`config.mk`:
```
export PLATFORM = sky130hd
export DESIGN_NAME = valu_lane
export DESIGN_NICKNAME = d
export VERILOG_FILES = /design/src/hw/valu_pkg.sv /design/src/hw/lane_pkg.sv /design/src/hw/valu_lane.sv /design/src/hw/valu_mul.sv
export SDC_FILE = /design/constraint.sdc
export NUM_CORES = 2
export LEC_CHECK = 0
export ABC_AREA = 0
export CAP_MARGIN = 20
export CELL_PAD_IN_SITES_DETAIL_PLACEMENT = 1
export CELL_PAD_IN_SITES_GLOBAL_PLACEMENT = 2
export CORE_ASPECT_RATIO = 0.5
export CORE_MARGIN = 4
export CORE_UTILIZATION = 40
export CTS_BUF_LIST = sky130_fd_sc_hd__clkbuf_8
export CTS_CLUSTER_DIAMETER = 40
export CTS_CLUSTER_SIZE = 12
export DETAILED_ROUTE_END_ITERATION = 16
export DONT_BUFFER_PORTS = 1
export GPL_TIMING_DRIVEN = 0
export PLACE_DENSITY_LB_ADDON = 0.1
export SETUP_SLACK_MARGIN = 0.2
export SLEW_MARGIN = 20
export SYNTH_ARGS = -nofsm -noshare
export SYNTH_HDL_FRONTEND = slang
export SYNTH_SLANG_ARGS = --single-unit
export TNS_END_PERCENT = 50
```
`constraint.sdc`:
```
create_clock -name clk -period 8.2 [get_ports clk]
set_input_delay 1.23 -clock clk [delete_from_list [all_inputs] [get_ports clk]]
set_output_delay 1.23 -clock clk [all_outputs]
set_load 0.02 [all_outputs]
```
`src/hw/valu_pkg.sv`:
```
`default_nettype none

package valu_pkg;

   localparam int XLEN = 32;
   // Multiplier operands carry one extra bit so signed and unsigned share one array
   localparam int MUL_W = XLEN + 1;
   localparam int PROD_W = 2 * XLEN;

   typedef enum logic [4:0] {
      add_op,
      sub_op,
      xor_op,
      xnor_op,
      and_op,
      nand_op,
      or_op,
      nor_op,
      slt_op,
      sgt_op,
      seq_op,
      sltu_op,
      sgtu_op,
      mul_op,
      mulh_op,
      mulhu_op,
      mulhsu_op,
      wmul_op,
      wmulu_op,
      wmulsu_op
   } valu_op_e;

   typedef enum logic [1:0] {
      sew8  = 2'b00,
      sew16 = 2'b01,
      sew32 = 2'b10
   } sew_e;

   // Live element bits for a given SEW
   function automatic logic [XLEN-1:0] sew_mask(input sew_e sew);
      case (sew)
         sew8:    return 32'h0000_00ff;
         sew16:   return 32'h0000_ffff;
         default: return 32'hffff_ffff;
      endcase
   endfunction

   // Extends the low SEW bits of an operand, sign or zero by sgn
   function automatic logic [MUL_W-1:0] sew_extend(input logic [XLEN-1:0] v,
                                                   input sew_e sew,
                                                   input logic sgn);
      logic [MUL_W-1:0] r;
      case (sew)
         sew8:    r = {{(MUL_W-8){sgn & v[7]}}, v[7:0]};
         sew16:   r = {{(MUL_W-16){sgn & v[15]}}, v[15:0]};
         default: r = {sgn & v[XLEN-1], v};
      endcase
      return r;
   endfunction

endpackage

`default_nettype wire
```
`src/hw/lane_pkg.sv`:
```
`default_nettype none

package lane_pkg;

   import valu_pkg::*;

   // One element operation issued to a lane, 71 bits
   typedef struct packed {
      valu_op_e        op;
      sew_e            sew;
      logic [XLEN-1:0] a;
      logic [XLEN-1:0] b;
   } lane_req_t;

   // Formatted element result
   typedef struct packed {
      logic [XLEN-1:0] data;
   } lane_res_t;

endpackage

`default_nettype wire

```
`src/hw/valu_lane.sv`:
```
`timescale 1ns/1ps
`default_nettype none

module valu_lane
   import valu_pkg::*;
   import lane_pkg::*;
(
   input  wire logic       clk,
   input  wire logic       rstn,
   input  wire logic       stall_i,
   input  wire lane_req_t  req_i,
   input  wire logic       req_vld_i,
   output lane_res_t       res_o,
   output logic            res_vld_o
);

   logic              adv;
   logic              s2_en;
   logic [2:0]        vld_q;
   lane_req_t         s1_q;
   valu_op_e          s2_op_q;
   sew_e              s2_sew_q;
   logic [XLEN-1:0]   alu_d;
   logic [XLEN-1:0]   s2_alu_q;
   logic [PROD_W-1:0] prod;
   logic [XLEN-1:0]   res_d;
   logic              cmp_sgn;
   logic [MUL_W-1:0]  cmp_a;
   logic [MUL_W-1:0]  cmp_b;
   logic              lt;
   logic              gt;

   assign adv = !stall_i;
   assign s2_en = adv && vld_q[0];

   // Valid pipe, bit 2 is the output stage
   always_ff @(posedge clk)
   begin
      if (!rstn)
      begin
         vld_q <= '0;
      end
      else if (adv)
      begin
         vld_q <= {vld_q[1:0], req_vld_i};
      end
   end

   always_ff @(posedge clk)
   begin
      if (adv && req_vld_i)
      begin
         s1_q <= req_i;
      end
   end

   // Compares work on the SEW-wide element, extended by the signedness of the op
   assign cmp_sgn = (s1_q.op == slt_op) || (s1_q.op == sgt_op);
   assign cmp_a = sew_extend(s1_q.a, s1_q.sew, cmp_sgn);
   assign cmp_b = sew_extend(s1_q.b, s1_q.sew, cmp_sgn);
   assign lt = $signed(cmp_a) < $signed(cmp_b);
   assign gt = $signed(cmp_a) > $signed(cmp_b);

   // Add and logic run full width, the upper bits are cut off in stage 3
   always_comb
   begin
      case (s1_q.op)
         add_op:           alu_d = s1_q.a + s1_q.b;
         sub_op:           alu_d = s1_q.a - s1_q.b;
         xor_op:           alu_d = s1_q.a ^ s1_q.b;
         xnor_op:          alu_d = ~(s1_q.a ^ s1_q.b);
         and_op:           alu_d = s1_q.a & s1_q.b;
         nand_op:          alu_d = ~(s1_q.a & s1_q.b);
         or_op:            alu_d = s1_q.a | s1_q.b;
         nor_op:           alu_d = ~(s1_q.a | s1_q.b);
         slt_op, sltu_op:  alu_d = {{(XLEN-1){1'b0}}, lt};
         sgt_op, sgtu_op:  alu_d = {{(XLEN-1){1'b0}}, gt};
         seq_op:           alu_d = {{(XLEN-1){1'b0}}, cmp_a == cmp_b};
         default:          alu_d = '0;
      endcase
   end

   always_ff @(posedge clk)
   begin
      if (s2_en)
      begin
         s2_op_q  <= s1_q.op;
         s2_sew_q <= s1_q.sew;
         s2_alu_q <= alu_d;
      end
   end

   // The product register sits in stage 2 beside the logic result
   valu_mul i_mul (
      .clk    (clk),
      .rstn   (rstn),
      .en_i   (s2_en),
      .op_i   (s1_q.op),
      .sew_i  (s1_q.sew),
      .a_i    (s1_q.a),
      .b_i    (s1_q.b),
      .prod_o (prod)
   );

   always_comb
   begin
      case (s2_op_q)
         mul_op:
         begin
            res_d = prod[XLEN-1:0] & sew_mask(s2_sew_q);
         end
         mulh_op, mulhu_op, mulhsu_op:
         begin
            case (s2_sew_q)
               sew8:    res_d = {{(XLEN-8){1'b0}}, prod[15:8]};
               sew16:   res_d = {{(XLEN-16){1'b0}}, prod[31:16]};
               default: res_d = prod[PROD_W-1:XLEN];
            endcase
         end
         wmul_op, wmulu_op, wmulsu_op:
         begin
            // Double width, but never more than one XLEN word
            if (s2_sew_q == sew8)
            begin
               res_d = {{(XLEN-16){1'b0}}, prod[15:0]};
            end
            else
            begin
               res_d = prod[XLEN-1:0];
            end
         end
         default:
         begin
            res_d = s2_alu_q & sew_mask(s2_sew_q);
         end
      endcase
   end

   always_ff @(posedge clk)
   begin
      if (!rstn)
      begin
         res_o <= '0;
      end
      else if (adv && vld_q[1])
      begin
         res_o.data <= res_d;
      end
   end

   assign res_vld_o = vld_q[2];

   a_vld_latency: assert property (@(posedge clk) disable iff (!rstn)
      (vld_q[0] && !stall_i) ##1 !stall_i |=> res_vld_o)
      else $error("valu_lane: stage 1 valid did not reach the output in two cycles");

   a_vld_reset: assert property (@(posedge clk)
      !rstn |=> !res_vld_o)
      else $error("valu_lane: result valid high right after reset");

endmodule

`default_nettype wire

```
`src/hw/valu_mul.sv`:
```
`timescale 1ns/1ps
`default_nettype none

module valu_mul
   import valu_pkg::*;
(
   input  wire logic             clk,
   input  wire logic             rstn,
   input  wire logic             en_i,
   input  wire valu_op_e         op_i,
   input  wire sew_e             sew_i,
   input  wire logic [XLEN-1:0]  a_i,
   input  wire logic [XLEN-1:0]  b_i,
   output logic [PROD_W-1:0]     prod_o
);

   logic                      a_sgn;
   logic                      b_sgn;
   logic [MUL_W-1:0]          a_ext;
   logic [MUL_W-1:0]          b_ext;
   logic signed [2*MUL_W-1:0] prod_full;

   // Operand a is signed for the signed-by-unsigned forms as well
   assign a_sgn = op_i inside {mul_op, mulh_op, wmul_op, mulhsu_op, wmulsu_op};
   assign b_sgn = op_i inside {mul_op, mulh_op, wmul_op};

   assign a_ext = sew_extend(a_i, sew_i, a_sgn);
   assign b_ext = sew_extend(b_i, sew_i, b_sgn);

   // With the guard bit a single signed multiply covers every sign combination
   assign prod_full = $signed(a_ext) * $signed(b_ext);

   always_ff @(posedge clk)
   begin
      if (en_i)
      begin
         prod_o <= prod_full[PROD_W-1:0];
      end
   end

   a_prod_hold: assert property (@(posedge clk) disable iff (!rstn)
      !en_i |=> $stable(prod_o))
      else $error("valu_mul: product changed while stage was disabled");

endmodule

`default_nettype wire

```
==> results_dict.tcl <==
set metrics [dict create \
    crit_arrival_ps 10250 \
    synth_area_leaders "fa_1 (45%), edfxtp_1 (10%), inv_1 (9.3%), ha_1 (8.4%), nand2_1 (5.7%)" \
    yosysTopAreaCell "fa_1" \
    gp_congestion 1.04 \
    crit_required_ps 8530 \
    fillCellCount 14000 \
    timing.hold.ws_ps 527 \
    status "complete, but fails checks" \
    slew_viol_final 0 \
    dr.first_iter.drc_count 4782 \
    port_buffers 0 \
    cts_buffer_depth 3 \
    grt_pass1_wl_mm 349 \
    io_pins 108 \
    synth.avg_cell_area_um2 9.16 \
    grtUsageTotal 0.380 \
    fp.dieW_um 510 \
    hold_path_end "vld_q[0]" \
    antenna_found_initial 36 \
    finalSetupTns_ps -45200 \
    worst_path_most_repeated_cell "fa_1" \
    hold_path_depth 2 \
    cp-end-kind "flop" \
    ys_ff_latch 209 \
    synth_nets 7036 \
    drc 0 \
    drv_cap 0 \
    dieArea_um2 132000 \
    setup_ws_ps -1720 \
    cts_tree "yes" \
    synth_most_common_cell "inv_1" \
    violations "setup timing" \
    path_class "flop to flop" \
    max_slew_margin 0.190 \
    synth.top_cells.by_count "inv_1 (1,253), fa_1 (1,126), nand2_1 (768)" \
    pre_cts_slack_ps -4840 \
    min_period_over_period 1.21 \
    cp_max_fo 6 \
    cts_made_buffers 36 \
    drive_gt1_frac 0.162 \
    syn_to_final_growth_pct 19.9 \
    fin_cells 7518 \
    grt_overflow 0 \
    nets 7350 \
    worstMarginPinSlew_ps 1210 \
    worstRegToRegCells 36 \
    multi_input_area_um2 41600 \
    first_pass_iters 6 \
    synth-edff-count 174 \
    critPathSlowestCell "fa_2" \
    root_buffer "clkbuf_8" \
    ys_seq_area_frac 0.118 \
    via_count 43000 \
    final-seq-area_um2 5930 \
    ff2ff_setup_slack_ps -1720 \
    rsz0062_at_grt "true" \
    vias_per_cell 5.72 \
    avgRoutedWirePerCell_um 33.4 \
    cts_sinks 209 \
    path_clk_slew_ps 80 \
    finalClockSkew_ps 82.5 \
    start_util 0.406 \
    max_freq_mhz 101 \
    finalCriticalPeriod_ps 9920 \
    core_um2 124000 \
    fp-row-count 91 \
    ys_async_sr_fraction 0 \
    hpwlAfterDp_mm 206 \
    path_buf_inv 11 \
    worstReg2RegEnd "i_mul.prod_o[62]" \
    ys.flop_type "edfxtp_1" \
    clk_latency_ps 630 \
    grt_pass1_vias 45600 \
    grt_max_degree 32 \
    hold_path.class "flop to flop" \
    synthCells 5495 \
    h-tree-depth 2 \
    ys_types 85 \
    final-hold-violation-count 0 \
    totalWireLength_mm 251 \
    hp-start "vld_q[0]" \
    critPathLaunchType "flop" \
    dieHeight_um 259 \
    setup-violations-final 41 \
    yosysWarnings 0 \
    synth_top_area_frac 0.448 \
    synth_area_um2 50400 \
    ant_nets 0 \
    crit_family "adder cells" \
    reg2reg_from "s1_q[68]" \
    critical_path.max_stage_delay_ps 640 \
    dp_cells 7198 \
]
registers in the layout (all words and copies together) (netlist names):
register,cells
s2_sew_q,2
i_mul.prod_o,64
res_o,32
vld_q,3
s2_op_q,5
s2_alu_q,32
s1_q,71
cell type report:
class	instances	area share
diodes	8	0.000332
repair buffers	277	0.0500
clock buffers	38	0.00866
plain buffers	252	0.0367
inverters	1257	0.0786
clock inverters	27	0.00429
multi-input cells	3776	0.689
well taps	1674	0.0347
flip-flops and latches	209	0.0981
metrics by stage:
stage | utilization | instance area [um^2]
after detailed placement | 0.433 | 53700
after CTS | 0.476 | 59100
after global placement | 0.428 | 53100
after global routing | 0.486 | 60400
final | 0.487 | 60400
after floorplan | - | 51000
kinds of logic (layout without fill, tap and decap cells):
group           Yosys count  count (layout)  share of synthesized area
buf+inv                1510            1851                      0.113
flops                   209             209                      0.118
mux                      38              38                    0.00758
compound gates          612             612                     0.0826
fa+ha+maj              1466            1466                      0.532
simple gates           1508            1508                      0.121
xor+xnor                152             152                     0.0264
other cells               0               8                          0
worst max path at each step:
stage | start | end | depth (start not counted)
finish | s1_q[68] | i_mul.prod_o[62] | 36
global route | s1_q[68] | i_mul.prod_o[63] | 36
CTS | s1_q[68] | i_mul.prod_o[55] | 37
detailed placement | s1_q[39] | i_mul.prod_o[61] | 30
global placement | s1_q[39] | i_mul.prod_o[46] | 28
floorplan | s1_q[68] | i_mul.prod_o[60] | 35
per-layer routing:
metal / share of wire / vias up / GRT usage / wire (um)
li1: - / 17400 / - / -
met4: 0.034 / 14 / 0.114 / 8630
met2: 0.40 / 2175 / 0.531 / 101000
met5: 0.00034 / - / 0 / 85
met1: 0.44 / 23100 / 0.561 / 109000
met3: 0.12 / 357 / 0.117 / 31200
timing repair:
action | in CTS | in global routing
hold buffers | 0 | 0
endpoints found under the setup margin | 54 | 50
pin swaps | 116 | 100
buffers inserted | 185 | 55
gates cloned | 5 | 3
gates resized for setup | 588 | 218
cells in the final DEF (no fill, tap or decap), types with 19 or more instances in the layout:
| cell | n |
|---|---|
| inv_1 | 1207 |
| fa_1 | 1072 |
| nand2_1 | 719 |
| nor2_1 | 546 |
| ha_1 | 310 |
| buf_4 | 179 |
| edfxtp_1 | 174 |
| a21oi_1 | 111 |
| xnor2_1 | 93 |
| clkbuf_1 | 89 |
| clkbuf_8 | 69 |
| o21ai_0 | 66 |
| fa_2 | 54 |
| buf_12 | 51 |
| buf_6 | 49 |
| a21o_1 | 46 |
| inv_2 | 44 |
| mux2i_1 | 37 |
| dfxtp_1 | 35 |
| clkbuf_4 | 33 |
| a21oi_4 | 31 |
| a221oi_1 | 31 |
| clkbuf_16 | 30 |
| xor2_1 | 30 |
| o21ai_4 | 29 |
| clkbuf_2 | 29 |
| a21oi_2 | 27 |
| ha_4 | 26 |
| nand2_4 | 24 |
| o211a_1 | 24 |
| nand2_2 | 23 |
| o22ai_1 | 23 |
| o21ai_2 | 21 |
| nor2_4 | 21 |
| nand4_1 | 20 |
| o221a_2 | 20 |
| nand3_1 | 19 |
| xnor2_4 | 19 |
| a22oi_1 | 19 |
worst reg2reg max path: cells and delay by family, from the launching register on:
family	cells	cell delay, ps
xor gates and xnor gates	1	440
AOI/OAI and AO/OA	5	1250
buffers and inverters	11	1310
DFF	1	440
adders and majority gates	9	4600
and+or+nand+nor	10	1610
Power is left out: the tool's default activity adds up to more than one toggle a clock period on the data nets, which glitch-free logic cannot reach.
